$ cat src/nes_audio_settings.svh
`ifndef NES_AUDIO_SETTINGS_SVH
`define NES_AUDIO_SETTINGS_SVH

// Work RAM is 2 kB, mirrored through $0000 to $1FFF
`define RAM_SIZE_LOG2 11

// Channel registers at $4010 to $4015
`define REG_BASE 16'h4010

// Computed startup ROM from here to the top of the map
`define ROM_BASE 16'h8000

// Sample start address origin for $4012
`define SAMPLE_BASE 16'hC000

// Sample buffer between fetcher and output unit
`define DMC_FIFO_DEPTH 4

// Cycles per rate step, scaled by (rate + 1)
`define DMC_RATE_UNIT 8

`endif

$ cat src/nes_audio_pkg.sv
package nes_audio_pkg;

// Bus widths
typedef logic [15:0] bus_addr_t;
typedef logic [7:0] bus_data_t;

// One system bus request, held by the requester until its rdy
typedef struct packed {
	bus_addr_t addr;
	logic we;
	bus_data_t wdata;
} bus_req_t;

// Register strobe from the decoder to the channel
typedef struct packed {
	logic wr;
	logic rd;
	logic [2:0] idx;
	bus_data_t wdata;
} reg_access_t;

// Delta channel quantities
typedef logic [6:0] audio_level_t;
typedef logic [3:0] dmc_rate_t;
typedef logic [11:0] dmc_len_t;

// Sample fetcher states
typedef enum logic [1:0] {
	IDLE,
	REQUEST,
	WRITE_BACK
} fetch_state_t;

endpackage

$ cat src/bus_arbiter.sv
`timescale 1ns/1ps

module bus_arbiter (
	input logic sys,
	input logic reset,
	input logic cpu_req,
	input logic dmc_req,
	input nes_audio_pkg::bus_req_t cpu_bus,
	input nes_audio_pkg::bus_req_t dmc_bus,
	input logic rdy,
	output logic grant,
	output nes_audio_pkg::bus_req_t grant_bus,
	output logic cpu_rdy,
	output logic dmc_rdy
);

// Access in flight, and who owns it
logic busy;
logic owner_dmc;

// Fixed priority, fetcher first
assign grant = !busy && (cpu_req || dmc_req);
assign grant_bus = dmc_req ? dmc_bus : cpu_bus;

always_ff @(posedge sys) begin
	if (reset) begin
		busy <= 1'b0;
		owner_dmc <= 1'b0;
	end else if (grant) begin
		busy <= 1'b1;
		owner_dmc <= dmc_req;
	end else if (rdy) begin
		// Bus free again from the next cycle
		busy <= 1'b0;
	end
end

// Route the memory's ready back to the granted requester
assign cpu_rdy = rdy && busy && !owner_dmc;
assign dmc_rdy = rdy && busy && owner_dmc;

endmodule

$ cat config.mk
export PLATFORM = sky130hd
export DESIGN_NAME = bus_arbiter
export DESIGN_NICKNAME = d
export VERILOG_FILES = /design/src/nes_audio_settings.svh /design/src/nes_audio_pkg.sv /design/src/bus_arbiter.sv
export SDC_FILE = /design/constraint.sdc
export NUM_CORES = 1
export LEC_CHECK = 0
export BUFFER_PORTS_ARGS = -buffer_cell sky130_fd_sc_hd__buf_4
export CAP_MARGIN = 30
export CORE_AREA = 5 5 52 54
export CTS_CLUSTER_SIZE = 24
export DETAILED_ROUTE_END_ITERATION = 6
export DIE_AREA = 0 0 57 59
export MAX_ROUTING_LAYER = met4
export PLACE_DENSITY = 0.76
export REMOVE_ABC_BUFFERS = 1
export SLEW_MARGIN = 10
export SYNTH_ARGS = -nofsm -noshare
export SYNTH_HDL_FRONTEND = slang
export SYNTH_SLANG_ARGS = --single-unit
$ cat constraint.sdc
create_clock -name sys -period 0.8 [get_ports sys]
set_clock_uncertainty 0.05 [all_clocks]
set_input_delay 0.04 -clock sys [delete_from_list [all_inputs] [get_ports sys]]
set_output_delay 0.04 -clock sys [all_outputs]
set_load 0.02 [all_outputs]
==> impl_metrics.toml <==
[drt]
wl_per_cell_um = 15.0
num_vias = 716
antenna_left = 0
routed_wl_um = 2370
first_pass_iters = 4
viasPerCell = 4.53
drcViolationCount = 0
drtIter0Drc = 4

[setup_path]
cp_num_buf_inv = 1
critPathTopFamily = "flip-flops"
reg2reg_setup_slack_ns = -0.03
max_stage_delay_ns = 0.36
start_kind = "register"
cp.required_ns = 0.71
cp-end-kind = "output port"
cp_cell_sequence = "and3_4, buf_6"
path_class = "register to output port"
critPathSlowestCell = "dfxtp_4"
crit_fanout = 6
worstPathArrival_ns = 0.88

[synthesis]
syn_avg_cell_area_um2 = 12.1
synth.area.top_cells = "mux2_4, mux2_2, dfxtp_1"
synth_top_area_cell = "mux2_4"
synth_warnings = 0
synth.distinct_cells = 14
ys_ff_latch = 2
synth_cells = 41
syn_area_um2 = 494
yosysSeqAreaShare_pct = 8.10
synth_top_area_share_pct = 51.6

[power]
peakVddDrop_mv = 0.551
clock_power_share_pct = 17.5
powerDensity_nw_per_um2 = 903
power.leakage_nw = 0.755
p_int_w = 0.000867
pwr-share-comb_pct = 72.9
p_sw_w = 0.000406
pwr-share-seq_pct = 9.6
swShare_pct = 31.9

[grt]
grt_pass1_wl_um = 3660
antenna_found_initial = 0
grt_max_degree = 8
first_global_vias = 806
overflow = 0
grt_usage_pct = 14.3

[floorplan]
rows = 17
io_pins = 83
fp.dieW_um = 57
core_area_um2 = 2170
die-area_um2 = 3360
initial_core_util_pct = 22.8
die_h_um = 59

[timing]
finalSetupTns_ns = -0.944
worstMarginPinSlew_ns = 0.190
grt_setup_unrepaired = "true"
period_share_pct = 121
post-route-min-period_ns = 0.970
hold_viol = 2
finalSetupViolations = 28
fmax_ghz = 1.03
slew_headroom_pct = 87.3
holdWs_ns = -0.0490
maxSlewViolCount = 0
fin_ws_ns = -0.170

[placed_design]
placed_area_um2 = 1150
place_congestion = 0.769
dpl.hpwl_um = 1890
dp_cells = 151
port_buffers = 82
pre_cts_ws_ns = -0.0927

[cts]
cts_root_buf = "clkbuf_4"
clk_pin_slew_ns = 0.03
cts_tree = "built"
numCtsBuffers = 3
clock_insertion_delay_worst_skew_ns = 0.22
cts_max_level = 1
max-clock-path-buffers = 2
cts.sinks = 2

[layout]
multiInputGateArea_um2 = 453
n_fill_cell = 167
final_cells = 158
final-seq-area_um2 = 45.0
finalNetCount = 187
diodes = 0
layout-drive-gt1-share_pct = 96.2
syn2layout_area_growth_pct = 185
final_cell_area_um2 = 1410

[run_status]
violations = "hold timing, setup timing"
status = "finished with violations"

[worst_hold_path]
hold_class = "input pin to register"

[job]
maxCapViolCount = 0
path summary, 6_finish.rpt:
check / startpoint / to / depth (start not counted)
max: busy / dmc_rdy / 2
min: reset / busy / 2
max reg2reg: busy / busy / 3
min reg2reg: busy / busy / 1
sequential cells by signal, indices dropped and copies added (netlist names):
| signal | cells |
|---|---|
| busy | 1 |
| owner_dmc | 1 |
cell usage after synthesis:
| library cell | number |
|---|---|
| a211oi_1 | 1 |
| and3_1 | 1 |
| buf_12 | 1 |
| buf_6 | 2 |
| dfxtp_1 | 2 |
| inv_2 | 1 |
| mux2_2 | 8 |
| mux2_4 | 17 |
| nand2_1 | 1 |
| nand2b_1 | 1 |
| nor2_1 | 3 |
| nor2b_1 | 1 |
| nor3_1 | 1 |
| o32ai_2 | 1 |
cells in the final DEF, fill, tap and decap left out:
| master | netlist | layout |
|---|---|---|
| a211oi_1 | 1 | 1 |
| and3_4 | 0 | 1 |
| buf_12 | 1 | 3 |
| buf_16 | 0 | 2 |
| buf_4 | 0 | 56 |
| buf_6 | 2 | 28 |
| clkbuf_4 | 0 | 3 |
| dfxtp_2 | 0 | 1 |
| dfxtp_4 | 0 | 1 |
| inv_2 | 1 | 1 |
| mux2_4 | 17 | 25 |
| nand2_2 | 0 | 1 |
| nand2b_1 | 1 | 1 |
| nor2_1 | 3 | 2 |
| nor2_2 | 0 | 1 |
| nor2b_1 | 1 | 1 |
| nor3_2 | 0 | 1 |
| o32ai_2 | 1 | 1 |
metrics by stage:
step,power (W),hold WS [ns],util (%)
finish,0.00127,-0.0490,65.0
global placement,0.000868,0.186,53.0
global route,0.00136,-0.0555,65.0
floorplan,0.000445,0.0685,-
detailed placement,0.000884,0.191,53.0
CTS,0.00129,-0.0592,64.5
power by group through the flow:
stage	registers (W)	logic, W	clock network (W)
global route	0.000124	0.000975	0.000258
floorplan	0.000119	0.000326	0
finish	0.000122	0.000928	0.000223
CTS	0.000119	0.000928	0.000239
detailed placement	0.000121	0.000763	0
global placement	0.000121	0.000747	0
final cells by class:
cell class | count | share of cell area [%]
Timing Repair Buffer | 89 | 60.3
Multi-Input combinational cell | 35 | 32.1
Sequential cell | 2 | 3.19
Tap cell | 28 | 2.48
Clock buffer | 3 | 1.60
Inverter | 1 | 0.266
metal layers:
metal	share of wire [%]	GRT usage, %	up-vias
met5	0	-	-
met4	0.72	3.97	0
met2	52	26.6	61
li1	-	-	332
met3	13	4.58	2
met1	34	14.3	321
timing repair:
item,4_1_cts,5_1_grt
endpoints found under the setup margin,29,30
pin swaps,2,2
setup buffers,2,0
cloned,2,0
hold endpoints to repair,2,2
gates resized for setup,44,4
logic make-up (layout without fill, tap and decap cells):
family / count (synthesis) / in the layout / share of synthesized area [%]
mux: 25 / 25 / 69.9
flops: 2 / 2 / 8.10
compound gates: 2 / 2 / 4.81
simple gates: 8 / 8 / 7.85
buf+inv: 4 / 93 / 9.37
Power figures use the tool's default switching activity.
