--- src/nes_audio_settings.svh ---
`ifndef NES_AUDIO_SETTINGS_SVH
`define NES_AUDIO_SETTINGS_SVH

// Work RAM is 2 kB, mirrored through $0000 to $1FFF
`define RAM_SIZE_LOG2 11

// Channel registers at $4010 to $4015
`define REG_BASE 16'h4010

// Computed startup ROM from here to the top of the map
`define ROM_BASE 16'h8000

// Sample start address origin for $4012
`define SAMPLE_BASE 16'hC000

// Sample buffer between fetcher and output unit
`define DMC_FIFO_DEPTH 4

// Cycles per rate step, scaled by (rate + 1)
`define DMC_RATE_UNIT 8

`endif

--- src/nes_audio_pkg.sv ---
package nes_audio_pkg;

// Bus widths
typedef logic [15:0] bus_addr_t;
typedef logic [7:0] bus_data_t;

// One system bus request, held by the requester until its rdy
typedef struct packed {
	bus_addr_t addr;
	logic we;
	bus_data_t wdata;
} bus_req_t;

// Register strobe from the decoder to the channel
typedef struct packed {
	logic wr;
	logic rd;
	logic [2:0] idx;
	bus_data_t wdata;
} reg_access_t;

// Delta channel quantities
typedef logic [6:0] audio_level_t;
typedef logic [3:0] dmc_rate_t;
typedef logic [11:0] dmc_len_t;

// Sample fetcher states
typedef enum logic [1:0] {
	IDLE,
	REQUEST,
	WRITE_BACK
} fetch_state_t;

endpackage

--- src/sample_fifo.sv ---
`timescale 1ns/1ps
`include "nes_audio_settings.svh"

module sample_fifo (
	input logic sys,
	input logic reset,
	input logic push,
	input nes_audio_pkg::bus_data_t push_data,
	input logic pop,
	output nes_audio_pkg::bus_data_t head,
	output logic empty,
	output logic full
);

localparam int DEPTH = `DMC_FIFO_DEPTH;
localparam int PTR_W = $clog2(DEPTH);
localparam int CNT_W = $clog2(DEPTH + 1);

nes_audio_pkg::bus_data_t mem [DEPTH];
logic [PTR_W-1:0] rd_ptr, wr_ptr;
logic [CNT_W-1:0] count;
logic do_push, do_pop;

assign empty = count == '0;
assign full = count == CNT_W'(DEPTH);
// Show-ahead, head is valid whenever not empty
assign head = mem[rd_ptr];

// A full FIFO still takes a push when a pop frees a slot
assign do_pop = pop && !empty;
assign do_push = push && (!full || do_pop);

always_ff @(posedge sys) begin
	if (do_push) begin
		mem[wr_ptr] <= push_data;
	end
end

always_ff @(posedge sys) begin
	if (reset) begin
		rd_ptr <= '0;
		wr_ptr <= '0;
		count <= '0;
	end else begin
		if (do_push) begin
			wr_ptr <= (wr_ptr == PTR_W'(DEPTH - 1)) ? '0 : wr_ptr + 1'b1;
		end
		if (do_pop) begin
			rd_ptr <= (rd_ptr == PTR_W'(DEPTH - 1)) ? '0 : rd_ptr + 1'b1;
		end
		if (do_push && !do_pop) begin
			count <= count + 1'b1;
		end else if (do_pop && !do_push) begin
			count <= count - 1'b1;
		end
	end
end

endmodule

--- config.mk ---
export PLATFORM = sky130hd
export DESIGN_NAME = sample_fifo
export DESIGN_NICKNAME = d
export VERILOG_FILES = /design/src/nes_audio_pkg.sv /design/src/sample_fifo.sv
export VERILOG_INCLUDE_DIRS = /design/src
export SDC_FILE = /design/constraint.sdc
export NUM_CORES = 1
export LEC_CHECK = 0
export CORE_ASPECT_RATIO = 0.75
export CORE_MARGIN = 1.5
export CORE_UTILIZATION = 65
export CTS_BUF_LIST = sky130_fd_sc_hd__clkbuf_8
export DETAILED_ROUTE_END_ITERATION = 7
export DONT_BUFFER_PORTS = 1
export GPL_ROUTABILITY_DRIVEN = 0
export HOLD_SLACK_MARGIN = 0.02
export PLACE_DENSITY_LB_ADDON = 0.1
export SETUP_SLACK_MARGIN = 0.2
export SLEW_MARGIN = 20
export SYNTH_ARGS = -nofsm -noshare
export SYNTH_HDL_FRONTEND = slang
export SYNTH_SLANG_ARGS = --single-unit
--- constraint.sdc ---
create_clock -name sys -period 4.3 [get_ports sys]
set_clock_uncertainty 0.1 [all_clocks]
set_input_delay 0.43 -clock sys [delete_from_list [all_inputs] [get_ports sys]]
set_output_delay 0.43 -clock sys [all_outputs]
set_load 0.1 [all_outputs]
==> results.tsv, run 1 <==
metric	value	unit
post-layout util	78.6	%
first-pass GRT wire length	4.37	mm
Fmax	0.419	GHz
Tightest Hold Check Type	in -> reg	
# DRC	0	
met1 GRT Util	30.3	%
ANT cells	0	
grt met3 use	10.7	%
CP Max Fanout	6	
Post-DP Area	1730	µm²
Final Hold Fails	0	
full die area	2830	µm²
period utilization	55.4	%
Hold-fix buffers, CTS	0	
postcts setup bufs	0	
P_sw	562	µW
Die Width	60.9	µm
met2 Use GR	38.9	%
Power Total	1380	µW
CP peak stage delay	0.50	ns
GRT busiest layer	met2	
Net Count, Synth	108	
clock share of power	22.3	%
Reg power frac	38.8	%
Die Ht	46.5	µm
Routed WL	2.78	mm
Peak VDD IR	0.387	mV
Clock transition at path regs	0.07	ns
Filler cells	123	
Starting Density	69.8	%
layout cell share with drive strength beyond 1	28.1	%
port bufs	0	
sum of negative setup slack	0	ns
number of synthesized register bits	41	
grt ovf	0	
CTS Buf Count	5	
clk root buf	clkbuf_8	
WL/cell	21.3	µm
total track usage	24.1	%
internal power	819	µW
Final min period	2.38	ns
# clock sinks	41	
CP startpoint	count[0]	
Worst R2R Start	count[0]	
antenna-violating nets left	0	
Post-CTS Resized	0	
core area	2350	µm²
1st-iter DRT viols	41	
routed vias	798	
Sw Ratio	40.7	%
vias per inst	6.14	
row cnt	15	
CP startpoint kind	flop	
largest delay contributor family on the critical path	adder cells	
CP required	4.42	ns
total number of H-tree levels	2	
post-route cell area	1840	µm²
fin nets	114	
Clk Latency, worst-skew pair	0.28	ns
Leak	0.000650	µW
crit path DAT	2.51	ns
Cell variety after synth	25	
worst slew pin tran	0.533	ns
Ys Warns	0	
register area share after synthesis	69.7	%
CP bufs+invs	1	
Max-Cap Viols	0	
Logic pwr share	38.8	%
TritonCTS clock tree	done	
Cell Area, Synth	1640	µm²
dpl hpwl	1.90	mm
RSZ-0062 raised after global routing	false	
Rel. slew slack	64.6	%
vias in the first global route	854	
CP Cell Sequence	o31ai_1, ha_1, inv_1, fa_1, xor2_1, or3_1, a21oi_1	
CP max stage cell	o31ai_1	
status	finished clean	
CP endpoint kind	flop	
min-delay src	reset	
IO Count	22	
crit path kind	reg -> reg	
Slew Limit Fails	0	
initial antenna violation count	0	
Mean Syn Cell Area	18.4	µm²
Final setup viols	0	
power per cell area	749	nW/µm²
TritonRoute pass-1 iters	4	
Mapped Cells	89	
largest net degree at the start of global routing	13	
deepest clock path buffer count	2	
Area Overhead vs Synth	12.6	%
[state kept, by name (all words and copies together) (netlist names), named ones only]
register  cells
mem          32
count         3
rd_ptr        2
wr_ptr        2
[power groups by stage]
stage,combinational [µW],sequential (µW),clock [µW]
global placement,525,537,0
CTS,540,537,310
global route,564,545,327
finish,536,536,308
detailed placement,538,543,0
floorplan,458,510,0
[cell usage after synthesis]
cell type,count,area (µm²)
nand2_1,1,3.75
nor3_1,2,10.0
or4b_4,1,13.8
dfxtp_1,9,180
mux4_2,8,180
clkbuf_1,1,3.75
ha_1,6,75.1
buf_2,1,5.00
mux2i_1,2,20.0
o31ai_1,1,7.51
o21ai_0,1,5.00
nor3b_1,1,7.51
edfxtp_1,32,961
nand4b_1,1,8.76
nand3_1,1,5.00
a21oi_1,2,10.0
xor2_1,2,17.5
and3_2,4,30.0
nor2_1,3,11.3
buf_1,1,3.75
and2_4,1,8.76
fa_1,1,20.0
o31ai_2,2,25.0
inv_1,3,11.3
or3_1,2,12.5
[cell type report]
cell class	instances	area, µm²	share of cell area (%)
clock buffer	6	82.6	4.48
multi-input combinational	42	482	26.1
tap	34	42.5	2.31
clock inverter	2	33.8	1.83
sequential	41	1140	61.9
timing repair buffer	2	50.0	2.72
inverter	3	11.3	0.611
[metrics by stage]
| step | worst slack [ns] | hold slack (ns) | cells |
|---|---|---|---|
| 2_1_floorplan | 1.18 | 0.363 | 89 |
| 3_3_place_gp | 2.04 | 0.376 | 122 |
| 3_5_place_dp | 1.94 | 0.402 | 122 |
| 4_1_cts | 1.92 | 0.104 | 130 |
| 5_1_grt | 1.77 | 0.0938 | 130 |
| 6_report | 1.92 | 0.104 | 130 |
[per-layer routing]
metal  vias to the layer above  share of wire, %
li1                        361                 -
met1                       405                44
met2                        25                49
met3                         7               6.0
met4                         0               1.0
met5                         -                 0
[layout by cell type (no fill, tap or decap), types with 2 or more instances in the layout]
cell type	n
clkbuf_8	6
o31ai_2	2
or3_1	2
clkbuf_16	2
edfxtp_1	32
dfxtp_1	9
inv_1	4
mux4_2	8
mux2i_1	2
xor2_1	2
ha_1	6
nor2_1	3
and3_2	4
a21oi_1	2
[path summary, 6_finish.rpt]
path                    to  slack [ns]  cells after the start
hold reg to reg       flop        0.43                      2
hold / removal    count[2]        0.10                      1
setup / recovery  count[2]        1.92                      7
setup reg to reg  count[2]        1.92                      7
[logic make-up after synthesis]
family	count (synthesis)	synth area share, %
flops	41	69.7
simple gates	17	6.80
mux	10	12.2
fa+ha+maj	7	5.81
compound gates	6	2.90
buf+inv	6	1.45
xor+xnor	2	1.07
(Power assumes the default switching activity.)
==> run 2: changes to the inputs <==
CORE_UTILIZATION = 58   (was 65)
clock period = 2 ns   (was 4.3 ns; I/O delays follow)
==> run 2 against run 1 <==
  * The flow now finishes with violations (negative hold slack, negative setup slack)
  * Register-to-register slack worse by 2.0 ns
  * Global-route usage is 4.7 points lower
  * Largest power group is now combinational logic
  * Critical path type unchanged
  * Worst setup slack worse by 2.0 ns
  * Combinational power is 150% higher
  * Maximum frequency is 14% higher
  * Critical path depth is 1 higher
==> results.tsv, run 2 (synthesis results as in run 1) <==
metric	value	unit
largest net degree at the start of global routing	13	
ANT cells	0	
total track usage	19.4	%
most common cell after layout, fill and taps aside	edfxtp_1	
total number of H-tree levels	2	
Largest Register	mem	
worst slew pin tran	0.525	ns
crit path kind	reg -> reg	
row cnt	16	
period utilization	105	%
Final setup viols	2	
Logic pwr share	45.3	%
crit path DAT	2.21	ns
Reg power frac	38.0	%
Hold-fix buffers, CTS	8	
Die Width	64.3	µm
Area Overhead vs Synth	22.0	%
power per cell area	1460	nW/µm²
RSZ-0062 raised after global routing	true	
dpl hpwl	1.86	mm
Final Hold Fails	9	
# DRC	0	
status	finished with violations	
clock share of power	16.7	%
TritonCTS clock tree	done	
Sw Ratio	42.2	%
1st-iter DRT viols	42	
internal power	1690	µW
Clk Latency, worst-skew pair	0.28	ns
Peak VDD IR	0.777	mV
Slew Limit Fails	0	
antenna-violating nets left	0	
IO Count	22	
Fmax	0.476	GHz
CP endpoint kind	flop	
Rel. slew slack	65.1	%
CP required	2.11	ns
TritonRoute pass-1 iters	4	
first-pass GRT wire length	4.31	mm
Leak	0.000720	µW
CTS Buf Count	5	
Clock transition at path regs	0.07	ns
violated checks	negative hold slack, negative setup slack	
CP startpoint kind	flop	
full die area	3150	µm²
P_sw	1230	µW
# clock sinks	41	
Max-Cap Viols	0	
Die Ht	49.0	µm
deepest clock path buffer count	2	
post-placement cell count	135	
vias per inst	5.63	
WL/cell	17.6	µm
grt ovf	0	
port bufs	0	
layout cell share with drive strength beyond 1	41.4	%
commonest cells after routing, fill and taps aside	edfxtp_1 (32), buf_4 (14), mux4_2 (8), dlygate4sd3_1 (8)	
clk root buf	clkbuf_8	
core area	2640	µm²
fin nets	134	
CP Max Fanout	2	
max reg flops	32	
Starting Density	61.9	%
Final min period	2.10	ns
vias in the first global route	871	
Finished Layout Cells	152	
final setup margin	-0.0990	ns
Tightest Hold Check Type	in -> reg	
initial antenna violation count	0	
Largest regs	mem x32, count x3	
routed vias	855	
Routed WL	2.67	mm
hold slack	-0.127	ns
==> run 2: cell types whose count changed in the layout (fill, tap and decap cells not counted), sizes merged <==
cell	previous run	this run
clkinv	0	2
buf	0	14
bufinv	1	0
dlygate4sd3	0	8
clkbuf	8	5
==> run 2: per-stage QoR <==
step	TNS [ns]	setup WS (ns)	instance area [µm²]	util [%]	total power [µW]
finish	-0.112	-0.0990	2000	75.6	2920
global route	-0.222	-0.173	2000	75.6	3050
CTS	-0.147	-0.103	1990	75.3	2930
detailed placement	-0.0964	-0.0834	1820	69.0	2430
global placement	-0.0188	-0.0188	1820	69.0	2400
floorplan	-0.182	-0.106	1680	-	2150
==> run 2: final cells by class <==
cell class | instances | area (µm²)
timing repair buffer | 22 | 185
fill | 163 | 646
clock inverter | 3 | 13.8
multi-input combinational | 42 | 523
sequential | 41 | 1150
clock buffer | 5 | 68.8
inverter | 3 | 11.3
tap | 36 | 45.0
==> run 2: power by group through the flow <==
stage          combinational (µW)  clock (µW)  sequential (µW)
3_3_place_gp                 1280           0             1120
6_report                     1320         488             1110
3_5_place_dp                 1300           0             1130
4_1_cts                      1330         493             1110
2_1_floorplan                1030           0             1130
5_1_grt                      1390         540             1120
==> run 2: routing by layer <==
layer	part of all wire, %	vias to the layer above	track usage (%)	wire (µm)
met3	6.2	4	6.00	166
met2	47	23	27.3	1250
li1	-	400	-	-
met5	0	-	0	0
met1	46	428	29.3	1230
met4	1.0	0	6.38	27
==> run 2: worst paths after layout <==
kind / startpoint / to / slack [ns] / depth (start not counted)
max: count[0] / count[2] / -0.1 / 8
min: reset / count[2] / -0.13 / 1
max reg2reg: count[0] / count[2] / -0.1 / 8
min reg2reg: rd_ptr[0] / flop / 0.38 / 2
==> run 2: timing repair <==
action                                  CTS  global route
buffers inserted                          0             1
hold endpoints to repair                 41             9
resized for setup                         2             0
endpoints found under the setup margin   10            10
pin swaps                                 2             2
==> run 2: worst max-delay path, cell delays in order (launching register included) <==
cell and delay [ns]:
dfxtp_4 0.34, or4b_4 0.51, and2_4 0.17, ha_4 0.16, inv_2 0.05, fa_2 0.19, xor2_1 0.07, or3_1 0.31
a21oi_1 0.14
==> run 3: changes to the inputs <==
--- a/config.mk
+++ b/config.mk
@@ -9,5 +9,5 @@
 export CORE_ASPECT_RATIO = 0.75
 export CORE_MARGIN = 1.5
-export CORE_UTILIZATION = 58
+export CORE_UTILIZATION = 35
 export CTS_BUF_LIST = sky130_fd_sc_hd__clkbuf_8
 export DETAILED_ROUTE_END_ITERATION = 7
==> constraint.sdc (replaced) <==
create_clock -name sys -period 2 [get_ports sys]
set_clock_uncertainty 0.1 [all_clocks]
set_input_delay 0.4 -clock sys [delete_from_list [all_inputs] [get_ports sys]]
set_output_delay 0.4 -clock sys [all_outputs]
set_load 0.1 [all_outputs]
==> run 3 against run 2 <==
  * The run ends with negative setup slack left
  * Critical path depth unchanged
  * Power grew 17%
  * Register-to-register slack about the same
  * Sequential share of layout area is 5.3 points lower
  * Cell count up 14%
  * Clock-buffer cell count did not move
  * Clock power grew 28%
  * Die area rose by 62%
  * Final area rose by 9.7%
  * Critical path type unchanged
  * Critical endpoint unchanged
  * Largest cell class unchanged
  * Largest power group unchanged
==> results.tsv, run 3 (synthesis results as in run 1) <==
metric	value	unit
status	finished with violations	
violated checks	negative setup slack	
# clock sinks	41	
Clock transition at path regs	0.08	ns
Final setup viols	5	
Clk Latency, worst-skew pair	0.28	ns
ANT cells	0	
fin nets	135	
CP Max Fanout	3	
Largest regs	mem x32, count x3	
clk root buf	clkbuf_8	
largest delay contributor family on the critical path	simple AND/OR/NAND/NOR gates	
worst slew pin tran	0.422	ns
crit path DAT	2.21	ns
antenna-violating nets left	0	
Max-Cap Viols	0	
CTS Buf Count	5	
total track usage	12.7	%
period utilization	105	%
largest net degree at the start of global routing	14	
CP bufs+invs	1	
CP endpoint kind	flop	
FF-to-FF setup slack	-0.09	ns
deepest clock path buffer count	2	
final setup margin	-0.0920	ns
Filler cells	390	
WL/cell	16.2	µm
Die Width	82.0	µm
Tightest Hold Check Type	in -> reg	
most common cell after layout, fill and taps aside	edfxtp_1	
first-pass GRT wire length	4.60	mm
IO Count	22	
vias in the first global route	949	
sum of negative setup slack	-0.149	ns
core area	4470	µm²
Routed WL	2.81	mm
power per cell area	1560	nW/µm²
Power Total	3410	µW
CP Cell Sequence	or4b_4, and2_4, ha_4, inv_2, fa_2, xor2_1, or3_1, a21oi_2	
Area Overhead vs Synth	33.9	%
Fmax	0.478	GHz
full die area	5100	µm²
grt ovf	0	
row cnt	21	
Die Ht	62.2	µm
Rel. slew slack	71.8	%
CP required	2.11	ns
TritonCTS clock tree	done	
Final min period	2.09	ns
1st-iter DRT viols	20	
# DRC	0	
Peak VDD IR	0.717	mV
layout cell share with drive strength beyond 1	47.9	%
initial antenna violation count	0	
Largest Register	mem	
max reg flops	32	
TritonRoute pass-1 iters	4	
crit path kind	reg -> reg	
Hold-fix buffers, CTS	0	
port bufs	0	
Final Hold Fails	0	
Slew Limit Fails	0	
vias per inst	4.84	
CP startpoint kind	flop	
Leak	0.000782	µW
dpl hpwl	2.00	mm
Post-DP Area	2000	µm²
commonest cells after routing, fill and taps aside	edfxtp_1 (32), buf_12 (11), buf_4 (11), mux4_2 (8), dfxtp_1 (6)	
CP max stage cell	or4b_4	
CP peak stage delay	0.50	ns
routed vias	842	
total number of H-tree levels	2	
RSZ-0062 raised after global routing	true	
post-layout util	49.0	%
Starting Density	36.6	%
post-route cell area	2190	µm²
## run 3: changes by cell type in the layout (fill, tap and decap cells not counted)
cell,change
buf_12,+11
dlygate4sd3_1,-8
and3_2,-4
and3_4,+4
buf_4,-3
dfxtp_1,+2
a21oi_1,-1
a21oi_2,+1
buf_6,+1
bufinv_16,+1
clkinv_2,-1
dfxtp_2,-1
dfxtp_4,-1
## run 3: path summary, 6_finish.rpt
check	cells past startpoint	from	to
setup / recovery	8	count[1]	count[2]
hold / removal	1	reset	count[2]
hold reg to reg	2	rd_ptr[0]	flop
setup reg to reg	8	count[1]	count[2]
## run 3: final cells by class
type	instances	area (µm²)	area share (%)
Timing Repair Buffer	23	314	14.3
Tap cell	57	71.3	3.26
Sequential cell	41	1140	52.3
Clock buffer	5	68.8	3.14
Inverter	3	11.3	0.514
Multi-Input combinational cell	42	542	24.7
Clock inverter	3	38.8	1.77
## run 3: worst register-to-register path, stage by stage, from the launching register on
cell	delay [ns]
dfxtp_1	0.36
or4b_4	0.50
and2_4	0.17
ha_4	0.16
inv_2	0.05
fa_2	0.18
xor2_1	0.07
or3_1	0.33
a21oi_2	0.12
## run 3: metrics by stage
step | setup WS [ns] | hold WS (ns) | cells
after global routing | -0.187 | 0.0487 | 174
after global placement | -0.118 | 0.373 | 163
after CTS | -0.0753 | 0.0615 | 174
after floorplan | -0.145 | 0.363 | 89
after detailed placement | -0.149 | 0.374 | 163
final | -0.0920 | 0.0668 | 174
## run 3: routing by layer
metal  vias up  GRT usage, %  wire length, µm
li1        402             -                -
met1       421          16.5             1240
met2        17          19.8             1400
met3         2          4.41              159
met4         0          3.81               12
met5         -             0                0
## run 3: report_power, final
| group | leakage, µW | switching, µW | internal, µW |
|---|---|---|---|
| registers | 0.000369 | 78.0 | 1030 |
| clock network | 0.0000593 | 262 | 365 |
| logic | 0.000355 | 967 | 705 |
## run 3: what timing repair did
action / 4_1_cts / 5_1_grt
setup buffers: 3 / 0
pin swaps: 1 / 2
gates resized for setup: 11 / 5
setup endpoints to repair: 12 / 21
