[src/nes_audio_settings.svh]
`ifndef NES_AUDIO_SETTINGS_SVH
`define NES_AUDIO_SETTINGS_SVH

// Work RAM is 2 kB, mirrored through $0000 to $1FFF
`define RAM_SIZE_LOG2 11

// Channel registers at $4010 to $4015
`define REG_BASE 16'h4010

// Computed startup ROM from here to the top of the map
`define ROM_BASE 16'h8000

// Sample start address origin for $4012
`define SAMPLE_BASE 16'hC000

// Sample buffer between fetcher and output unit
`define DMC_FIFO_DEPTH 4

// Cycles per rate step, scaled by (rate + 1)
`define DMC_RATE_UNIT 8

`endif

[src/nes_audio_pkg.sv]
package nes_audio_pkg;

// Bus widths
typedef logic [15:0] bus_addr_t;
typedef logic [7:0] bus_data_t;

// One system bus request, held by the requester until its rdy
typedef struct packed {
	bus_addr_t addr;
	logic we;
	bus_data_t wdata;
} bus_req_t;

// Register strobe from the decoder to the channel
typedef struct packed {
	logic wr;
	logic rd;
	logic [2:0] idx;
	bus_data_t wdata;
} reg_access_t;

// Delta channel quantities
typedef logic [6:0] audio_level_t;
typedef logic [3:0] dmc_rate_t;
typedef logic [11:0] dmc_len_t;

// Sample fetcher states
typedef enum logic [1:0] {
	IDLE,
	REQUEST,
	WRITE_BACK
} fetch_state_t;

endpackage

[src/delta_output.sv]
`timescale 1ns/1ps
`include "nes_audio_settings.svh"

module delta_output (
	input logic sys,
	input logic reset,
	input nes_audio_pkg::dmc_rate_t rate,
	input logic load,
	input nes_audio_pkg::audio_level_t load_level,
	input nes_audio_pkg::bus_data_t head,
	input logic empty,
	output logic pop,
	output logic [7:0] audio
);

logic [7:0] timer, reload;
logic tick;
nes_audio_pkg::bus_data_t shift;
logic [2:0] bit_cnt;
// No byte in the shifter, level holds
logic silence;
nes_audio_pkg::audio_level_t level;

// Step length is (rate + 1) rate units
assign reload = ({4'h0, rate} + 8'd1) * 8'(`DMC_RATE_UNIT) - 8'd1;
assign tick = timer == 8'd0;

// Next byte is taken after the eighth bit
assign pop = tick && bit_cnt == 3'd7 && !empty;

assign audio = {level, 1'b0};

always_ff @(posedge sys) begin
	if (pop) begin
		shift <= head;
	end else if (tick) begin
		shift <= {1'b0, shift[7:1]};
	end
end

always_ff @(posedge sys) begin
	if (reset) begin
		timer <= 8'd0;
		bit_cnt <= 3'd0;
		silence <= 1'b1;
		level <= '0;
	end else begin
		timer <= tick ? reload : timer - 8'd1;
		if (tick) begin
			bit_cnt <= bit_cnt + 3'd1;
			if (bit_cnt == 3'd7) begin
				silence <= empty;
			end
			// LSB first, saturating at both ends
			if (!silence) begin
				if (shift[0] && level <= 7'd125) begin
					level <= level + 7'd2;
				end else if (!shift[0] && level >= 7'd2) begin
					level <= level - 7'd2;
				end
			end
		end
		// Direct load from $4011 wins
		if (load) begin
			level <= load_level;
		end
	end
end

endmodule

[config.mk]
export PLATFORM = sky130hd
export DESIGN_NAME = delta_output
export DESIGN_NICKNAME = d
export VERILOG_FILES = /design/src/nes_audio_pkg.sv /design/src/delta_output.sv
export VERILOG_INCLUDE_DIRS = /design/src
export SDC_FILE = /design/constraint.sdc
export NUM_CORES = 1
export LEC_CHECK = 0
export BUFFER_PORTS_ARGS = -buffer_cell sky130_fd_sc_hd__buf_2
export CORE_MARGIN = 2
export CORE_UTILIZATION = 55
export DETAILED_ROUTE_END_ITERATION = 8
export GPL_ROUTABILITY_DRIVEN = 0
export MAX_ROUTING_LAYER = met4
export PLACE_DENSITY = 0.8
export SYNTH_ARGS = -nofsm -noshare
export SYNTH_HDL_FRONTEND = slang
export SYNTH_SLANG_ARGS = --single-unit
[constraint.sdc]
create_clock -name sys -period 4.1 [get_ports sys]
set_input_delay 0 -clock sys [delete_from_list [all_inputs] [get_ports sys]]
set_output_delay 0 -clock sys [all_outputs]
set_load 0.005 [all_outputs]
==> results of run 1 <==
routing by layer:
layer	up-vias	track usage, %	wire length, um
met5	-	-	0
met4	0	12.9	108
met3	9	2.76	121
met2	41	38.2	1700
met1	665	25.9	1420
li1	681	-	-
cell families after synthesis:
kind of cell,count (synthesis),synth area share [%]
mux,3,2.06
other cells,1,0.247
xor+xnor,7,4.05
simple gates,68,24.0
fa+ha+maj,7,5.78
buf+inv,13,4.38
compound gates,37,18.5
flops,27,41.0
area by class of cell:
| type | count | area [um^2] | share of cell area (%) |
|---|---|---|---|
| clock buffer | 3 | 22.5 | 1.19 |
| clock inverter | 1 | 8.76 | 0.464 |
| inverter | 7 | 26.3 | 1.39 |
| multi-input combinational | 123 | 828 | 43.9 |
| sequential | 27 | 621 | 32.9 |
| tap | 31 | 38.8 | 2.06 |
| timing repair buffer | 49 | 340 | 18.0 |
sequential cells by signal (all words and copies together), names as in the netlist:
| name | flops |
|---|---|
| timer | 8 |
| silence | 1 |
| shift | 8 |
| bit_cnt | 3 |
| level | 7 |
stage by stage:
step	power, uW	util, %	hold slack, ps	area (um^2)
4_1_cts	826	70.2	15.3	1890
3_3_place_gp	667	61.9	235	1660
2_1_floorplan	628	-	40.2	1520
3_5_place_dp	684	61.9	251	1660
5_1_grt	877	70.2	34.5	1890
6_report	825	70.2	21.9	1890
cells in the mapped netlist (all sizes together) (2+ instances only):
cell,n
or4,3
buf,4
edfxtp,8
a31oi,5
a21oi,6
nor2,12
nand3b,2
o31ai,2
a211oi,5
mux2i,2
a311oi,3
or3,4
and3,3
inv,6
nand3,2
or3b,2
o21ai,5
dfxtp,19
nor3b,2
xnor2,6
o21bai,4
nand2,27
ha,7
nor3,4
worst max-delay path by stage:
stage / start / to / depth (start not counted)
after global routing: timer[0] / shift[2] / 8
after global placement: timer[0] / shift[6] / 8
after detailed placement: timer[0] / shift[2] / 8
after floorplan: timer[0] / shift[0] / 10
after CTS: timer[0] / shift[2] / 8
final: timer[0] / shift[2] / 8
power groups by stage:
stage | clock network [uW] | logic, uW | registers, uW
3_5_place_dp | 0 | 274 | 410
6_report | 129 | 291 | 405
3_3_place_gp | 0 | 261 | 406
5_1_grt | 140 | 325 | 412
4_1_cts | 133 | 290 | 403
2_1_floorplan | 0 | 231 | 397
==> summary.txt, run 1 <==
Worst setup path
  • Crit path top cell by count: nand2_1
  • R2R cell count: 8
  • Crit path max-delay cell type: clkinv_1
  • Crit path max fanout: 14
  • CP Cell Sequence: inv_1, ha_1, or3b_1, or2_1, clkinv_1, nand3b_1, nand2_1, nand2_1
  • Reg2reg setup slack: 1590 ps
  • Worst r2r dst: shift[2]
  • Reg2reg start: timer[0]
  • Worst Path Buf+Inv: 2
  • CP delay by family, top: simple AND/OR/NAND/NOR gates
  • Critical Path RT: between 4000 and 5000 ps
  • Setup crit start kind: flop
  • Worst Path Class, Setup: flop to flop
  • Max stage delay on crit path: ~470 ps
  • Worst setup EP type: flop
  • Worst Path Arrival: around 2700 ps

Floorplanning
  • Core Box Area: 0.00269 mm^2
  • I/O pin count: 32
  • Die area: between 0.003 and 0.004 mm^2
  • Chip width: approximately 56 um
  • # rows: 19
  • Die height: about 56 um
  • Starting Density: between 50% and 60%

Yosys
  • EDFF count, synth: 8
  • Post-Syn Area per Cell: slightly above 9 um^2
  • Synth top area share: ~25%
  • Post-synthesis sequential area ratio: about two fifths
  • Main synth FF type: dfxtp_1
  • Synthesized flop and latch total: 27
  • Area contributors post-synth: dfxtp_1 25%, edfxtp_1 16%, nand2_1 6.7%
  • Mapped Nets: approximately 190
  • Yosys top cell by area: dfxtp_1
  • Warnings from Yosys: 0
  • Fraction of registers with async set/reset: 0%
  • Synth Instances: ~160
  • Cell Area, Synth: roughly 0.0015 mm^2
  • Synth unique cells: between 50 and 60

Routing
  • 1st-iter DRT viols: 55
  • Drt drc: 0
  • Vias per cell: around 5.8
  • 1st-pass router iterations: 4
  • Via count: roughly 1.4k
  • Routed len/inst: ~14 um
  • Antenna Violating Nets Remaining: 0
  • WL final: between 3000 and 4000 um

Timing
  • Setup Viol. Count Final: 0
  • Setup TNS: 0 ps
  • Fmax: approximately 0.4 GHz
  • Final Hold Vio Count: 0
  • RSZ-0062 raised after global routing: no
  • Final Skew: between 10 and 15 ps
  • Period utilisation layout: between 60% and 70%
  • Final min period: approximately 2500 ps
  • Fin worst setup slack: ~1600 ps
  • Max-slew violations: 0

Clocking
  • CTS Buf Count: 3
  • CTS max path bufs: 2
  • H-tree depth: 1
  • CTS tree: built
  • Post-cts sizing count: 0
  • Clk sinks: 27
  • Setup bufs post-CTS: 0
  • Worst-Skew Late Latency: about 350 ps
  • Cell chosen for the clock root: clkbuf_4
  • Reg clk slew, reported paths: 160 ps
  • CTS Hold Bufs: 19

Worst hold path
  • Hold Startpoint: reset
  • Hold Path Stages: 2
  • Destination of the worst hold path: bit_cnt[0]
  • Worst min path class: input pin to flop

Final layout
  • Antenna Cells: 0
  • Post-layout net count: around 240
  • Area Growth Syn to Fin: 24.4%
  • Fraction of layout cells with a size suffix above 1: 20.5%
  • Commonest non-fill, non-tap cell in the layout: buf_2
  • Most frequent cells in the layout: 30 x buf_2, 27 x nand2_1, 19 x dfxtp_1, 19 x dlygate4sd3_1, 12 x nor2_1
  • FILL cells: 201
  • Final Non-Filler Cells: ~240

Power and ir drop
  • Leak: a little over 0.0008 uW
  • Power per cell area: ~440 mW/mm^2
  • Reg power frac: 49.1%
  • Psw: approximately 300 uW
  • Clk pwr share: about 16%
  • Sw Ratio: a little over a third
  • Comb pwr share: 35.3%
  • Internal Power: 526 uW
  • Max rail drop VDD: between 300 and 400 uV

Global routing
  • GR Util All Layers: between 20% and 30%
  • Total grt overflow: 0
  • Number of global-route vias before repair: about 1.3k
  • First-pass GRT wire length: 5500 um
  • Initial antenna violation count: 0
  • Largest net degree at the start of global routing: 20

Placement
  • Pre-CTS WS: about 1600 ps
  • Dpl cells: 218
  • HPWL after detailed placement: roughly 2200 um
  • I/O Buffers: 30

Job
  • Max cap viols: 0

Run status
  • Outcome: finished clean
Power figures use the tool's default switching activity.
==> run 2: changes to the inputs <==
CORE_UTILIZATION = 48   (was 55)
PLACE_DENSITY = 0.74   (was 0.8)
clock period = 2.1 ns   (was 4.1 ns; I/O delays follow)
==> run 2 against run 1 <==
  * Sequential cell count unchanged
  * Die area is 14% higher
  * Critical endpoint is now level[2]
  * Utilization decreased by 4.4 points
  * Sequential power increased by 97%
==> summary.txt, run 2 (same netlist as run 1, synthesis figures left out) <==
Power and ir drop
  • Max rail drop VDD: 549 uV (was 311 uV)
  • Power per cell area: 852 mW/mm^2 (was 437 mW/mm^2)
  • Leak: 0.000854 uW (was 0.000813 uW)
  • Total power: 1700 uW (was 825 uW)

Clocking
  • Clk sinks: 27 (unchanged)
  • H-tree depth: 1 (unchanged)
  • CTS Buf Count: 3 (unchanged)
  • Reg clk slew, reported paths: 150 ps (was 160 ps)
  • Cell chosen for the clock root: clkbuf_4 (unchanged)
  • CTS tree: built (unchanged)
  • CTS max path bufs: 2 (unchanged)
  • Worst-Skew Late Latency: 330 ps (was 350 ps)

Floorplanning
  • Core Box Area: 0.00303 mm^2 (was 0.00269 mm^2)
  • Die height: 60.2 um (was 56.5 um)
  • Chip width: 60.2 um (was 56.5 um)
  • # rows: 20 (was 19)
  • Starting Density: 50.0% (was 56.4%)
  • I/O pin count: 32 (unchanged)
  • Die area: 0.00362 mm^2 (was 0.00319 mm^2)

Global routing
  • GR Util All Layers: 21.5% (was 22.7%)
  • Initial antenna violation count: 0 (unchanged)
  • Number of global-route vias before repair: 1369 (was 1297)
  • First-pass GRT wire length: 5710 um (was 5500 um)
  • Total grt overflow: 0 (unchanged)
  • Largest net degree at the start of global routing: 20 (unchanged)

Routing
  • Vias per cell: 5.36 (was 5.79)
  • WL final: 3480 um (was 3350 um)
  • Drt drc: 0 (unchanged)
  • Antenna Violating Nets Remaining: 0 (unchanged)
  • 1st-pass router iterations: 4 (unchanged)
  • Routed len/inst: 13.3 um (was 13.9 um)
  • Via count: 1404 (was 1396)
  • 1st-iter DRT viols: 90 (was 55)

Final layout
  • Most frequent cells in the layout: 30 x buf_2, 27 x nand2_1, 18 x dlygate4sd3_1 (was 30 x buf_2, 27 x nand2_1, 19 x dfxtp_1, 19 x dlygate4sd3_1, 12 x nor2_1)
  • Antenna Cells: 0 (unchanged)
  • Area Growth Syn to Fin: 31.4% (was 24.4%)
  • Post-route cell area: 0.00199 mm^2 (was 0.00189 mm^2)
  • Post-layout net count: 249 (was 241)
  • Commonest non-fill, non-tap cell in the layout: buf_2 (unchanged)
  • Biggest regs: shift x8, timer x8, level x7 (unchanged)
  • Fraction of layout cells with a size suffix above 1: 28.0% (was 20.5%)

Worst setup path
  • Reg2reg start: level[1] (was timer[0])
  • Crit path from: level[1] (was timer[0])
  • Reg2reg setup slack: 70 ps (was 1590 ps)
  • Crit path to: level[2] (was shift[2])
  • Critical Path RT: 2370 ps (was 4330 ps)
  • Worst Path Class, Setup: flop to flop (unchanged)
  • Crit path max fanout: 6 (was 14)
  • Setup crit start kind: flop (unchanged)
  • R2R cell count: 8 (unchanged)
  • Worst setup EP type: flop (unchanged)
  • Worst r2r dst: level[2] (was shift[2])
  • Worst Path Arrival: 2300 ps (was 2740 ps)

Worst hold path
  • Worst min path class: input pin to flop (unchanged)

Job
  • Max cap viols: 0 (unchanged)

Timing
  • Period utilisation layout: 96.7% (was 61.2%)
  • Max-slew violations: 0 (unchanged)
  • Hold WS: 19.5 ps (was 21.9 ps)
  • Final Skew: 5.74 ps (was 12.2 ps)
  • Final Hold Vio Count: 0 (unchanged)
  • Fmax: 0.492 GHz (was 0.399 GHz)
  • Setup Viol. Count Final: 0 (unchanged)
  • Final min period: 2030 ps (was 2510 ps)
  • Fin worst setup slack: 69.5 ps (was 1590 ps)

Placement
  • Area post-placement: 0.00172 mm^2 (was 0.00166 mm^2)
  • Pre-CTS WS: 5.21 ps (was 1640 ps)
  • I/O Buffers: 30 (unchanged)
  • HPWL after detailed placement: 2240 um (was 2150 um)

Run status
  • Outcome: finished clean (unchanged)
==> run 2: cell types whose count changed in the layout (fill, tap and decap cells not counted), sizes merged <==
cell,change
clkinv,+1
dlygate4sd3,-1
o21ai,+1
buf,+8
inv,-1
==> run 2: through the flow <==
| stage | TNS, ps | cells | utilization, % |
|---|---|---|---|
| final | 0 | 262 | 65.7 |
| after CTS | 0 | 258 | 63.8 |
| after floorplan | 0 | 163 | - |
| after global placement | 0 | 235 | 56.7 |
| after detailed placement | 0 | 235 | 56.7 |
| after global routing | -47.6 | 262 | 65.7 |
==> run 2: critical path: stages (launching register included) <==
cell	delay (ps)
dfxtp_2	370
buf_4	140
ha_2	190
a21o_1	190
a41oi_4	360
o21ai_4	100
buf_4	150
a22o_2	260
a211oi_2	190
==> run 2: timing repair <==
item,4_1_cts,5_1_grt
setup buffers,1,3
cloned,0,1
resized for setup,1,8
hold buffers,18,0
hold endpoints to repair,17,0
setup endpoints to repair,10,13
pin swaps,1,6
==> run 2: metal layers <==
metal,global-route usage (%),routed length (um),vias to the layer above
met3,3.25,105,8
met5,-,0,-
li1,-,-,705
met2,38.0,1870,28
met1,23.9,1440,663
met4,8.89,67,0
==> run 2: worst min path at each step <==
stage                       start        to  cells after the start
global placement    load_level[0]  level[0]                      3
detailed placement  load_level[0]  level[0]                      3
global route                reset  level[0]                      2
floorplan                   empty       pop                      1
CTS                         reset  timer[1]                      2
finish                      reset  timer[1]                      2
==> run 2: report_power, final <==
group | internal, uW | total (uW) | switching, uW
Sequential | 690 | 796 | 107
Combinational | 321 | 669 | 348
Clock | 71.7 | 231 | 160
==> run 2: final cells by class <==
cell class,instances,area [um^2]
Fill cell,250,1040
Multi-Input combinational cell,124,863
Sequential cell,27,623
Timing Repair Buffer,56,390
Tap cell,44,55.1
Inverter,7,31.3
Clock buffer,3,22.5
Clock inverter,1,5.00
==> run 3: changes to the inputs <==
CORE_UTILIZATION = 51   (was 48)
CTS_BUF_LIST = sky130_fd_sc_hd__clkbuf_8   (was not set)
PLACE_DENSITY = 0.78   (was 0.74)
RECOVER_POWER = 100   (was not set)
==> run 3 against run 2 <==
  * Utilization is 4.2 points higher
  * Final cell count is 6.5% lower
  * Largest cell class unchanged
  * Worst setup slack worse by 9.9 ps
  * Total power is 5.1% higher
==> summary.txt, run 3 (same netlist as run 1, synthesis figures left out) <==
Power and ir drop
  • Internal Power: 1160 uW (was 1080 uW)
  • Clk pwr share: 17.2% (was 13.6%)
  • Comb pwr share: 37.8% (was 39.4%)
  • Leak: 0.000850 uW (was 0.000854 uW)
  • Psw: 623 uW (was 614 uW)
  • Sw Ratio: 34.9% (was 36.2%)
  • Reg power frac: 45.0% (was 46.9%)
  • Power per cell area: 916 mW/mm^2 (was 852 mW/mm^2)
  • Max rail drop VDD: 766 uV (was 549 uV)

Clocking
  • CTS Buf Count: 3 (unchanged)
  • CTS max path bufs: 2 (unchanged)
  • H-tree depth: 1 (unchanged)
  • Clk sinks: 27 (unchanged)
  • Reg clk slew, reported paths: 100 ps (was 150 ps)
  • Worst-Skew Late Latency: 270 ps (was 330 ps)
  • CTS tree: built (unchanged)
  • Cell chosen for the clock root: clkbuf_8 (was clkbuf_4)

Final layout
  • Commonest non-fill, non-tap cell in the layout: buf_2 (unchanged)
  • Area Growth Syn to Fin: 28.4% (was 31.4%)
  • Fraction of layout cells with a size suffix above 1: 28.5% (was 28.0%)
  • Biggest regs: shift x8, timer x8, level x7 (unchanged)
  • Final Non-Filler Cells: 245 (was 262)
  • Post-layout net count: 245 (was 249)
  • Multi-input gate area: 848 um^2 (was 863 um^2)
  • Antenna Cells: 0 (unchanged)
  • FILL cells: 217 (was 250)
  • Seq. cell area: 627 um^2 (was 623 um^2)
  • Most frequent cells in the layout: 30 x buf_2, 27 x nand2_1, 16 x dfxtp_1 (was 30 x buf_2, 27 x nand2_1, 18 x dlygate4sd3_1)
  • Post-route cell area: 0.00195 mm^2 (was 0.00199 mm^2)

Timing
  • Final Skew: 6.25 ps (was 5.74 ps)
  • RSZ-0062 raised after global routing: yes
  • Final min period: 2040 ps (was 2030 ps)
  • Fmax: 0.490 GHz (was 0.492 GHz)
  • Setup Viol. Count Final: 0 (unchanged)
  • Period utilisation layout: 97.2% (was 96.7%)
  • Final Hold Vio Count: 0 (unchanged)
  • Max-slew violations: 0 (unchanged)

Worst setup path
  • Reg2reg setup slack: 60 ps (was 70 ps)
  • Crit path from: timer[0] (was level[1])
  • Worst setup EP type: flop (unchanged)
  • Worst Path Class, Setup: flop to flop (unchanged)
  • R2R cell count: 8 (unchanged)
  • Critical Path RT: 2140 ps (was 2370 ps)
  • Crit path to: shift[2] (was level[2])
  • Worst Path Arrival: 2080 ps (was 2300 ps)
  • Setup crit start kind: flop (unchanged)
  • Reg2reg start: timer[0] (was level[1])
  • Crit path max fanout: 7 (was 6)
  • Worst r2r dst: shift[2] (was level[2])

Worst hold path
  • Worst min path class: input pin to flop (unchanged)

Floorplanning
  • Chip width: 58.5 um (was 60.2 um)
  • Starting Density: 54.5% (was 50.0%)
  • I/O pin count: 32 (unchanged)
  • Die area: 0.00342 mm^2 (was 0.00362 mm^2)
  • # rows: 19 (was 20)
  • Die height: 58.5 um (was 60.2 um)
  • Core Box Area: 0.00278 mm^2 (was 0.00303 mm^2)

Routing
  • Via count: 1386 (was 1404)
  • Drt drc: 0 (unchanged)
  • 1st-iter DRT viols: 60 (was 90)
  • Vias per cell: 5.66 (was 5.36)
  • 1st-pass router iterations: 4 (unchanged)
  • WL final: 3390 um (was 3480 um)
  • Routed len/inst: 13.8 um (was 13.3 um)
  • Antenna Violating Nets Remaining: 0 (unchanged)

Placement
  • Area post-placement: 0.00172 mm^2 (about the same)
  • HPWL after detailed placement: 2380 um (was 2240 um)
  • I/O Buffers: 30 (unchanged)
  • Dpl cells: 225 (was 235)

Job
  • Max cap viols: 0 (unchanged)

Global routing
  • First-pass GRT wire length: 5600 um (was 5710 um)
  • Total grt overflow: 0 (unchanged)
  • Number of global-route vias before repair: 1326 (was 1369)
  • GR Util All Layers: 21.8% (was 21.5%)
  • Largest net degree at the start of global routing: 20 (unchanged)
  • Initial antenna violation count: 0 (unchanged)

Run status
  • Outcome: finished clean (unchanged)
-- run 3: how the worst min path moves through the flow --
stage               slack (ps)  depth (start not counted)        to          start
finish                      20                          3  level[3]  load_level[3]
global route                40                          3  level[3]  load_level[3]
CTS                        0.6                          3  shift[6]        head[6]
detailed placement         250                          3  level[0]  load_level[0]
global placement           230                          3  level[0]  load_level[0]
floorplan                   40                          1       pop          empty
-- run 3: metal layers --
metal  track usage [%]  wire length (um)
met1              25.2              1380
met2              37.2              1780
met3              3.52               126
met4              9.30                97
met5                 -                 0
-- run 3: metrics by stage --
stage,util (%),hold WS [ps],power (uW),setup slack (ps),setup TNS (ps)
after floorplan,-,40.2,1240,48.1,0
after global placement,61.9,234,1390,93.9,0
after detailed placement,61.9,251,1430,25.4,0
after CTS,68.6,0.587,1760,18.8,0
after global routing,70.0,37.4,1900,-2.09,-2.09
final,70.0,20.9,1780,59.6,0
-- run 3: cell type report --
class,count,share of cell area (%)
Multi-Input combinational cell,123,43.6
Sequential cell,27,32.2
Timing Repair Buffer,53,18.0
Clock buffer,3,2.12
Tap cell,31,1.99
Inverter,7,1.61
Clock inverter,1,0.450
-- run 3: what timing repair did --
item                                    4_1_cts  5_1_grt
setup buffers                                 2        1
endpoints found under the setup margin        1       13
endpoints found under the hold margin        11        1
pin swaps                                     1        4
hold buffers                                 12        1
cloned                                        0        0
gates resized for setup                       0        8
-- run 3: power groups by stage --
| stage | sequential (uW) | combinational [uW] | clock [uW] |
|---|---|---|---|
| floorplan | 774 | 462 | 0 |
| global placement | 788 | 602 | 0 |
| detailed placement | 802 | 632 | 0 |
| CTS | 790 | 660 | 314 |
| global route | 816 | 753 | 331 |
| finish | 802 | 674 | 306 |
-- run 3: critical path, cell delays in order, from the launching register on --
cell and delay, ps:
dfxtp_1 340, inv_1 60, ha_1 170, or3b_4 410, or2_1 360, clkinv_4 70
nand3b_1 210, nand2_1 140, nand2_1 60
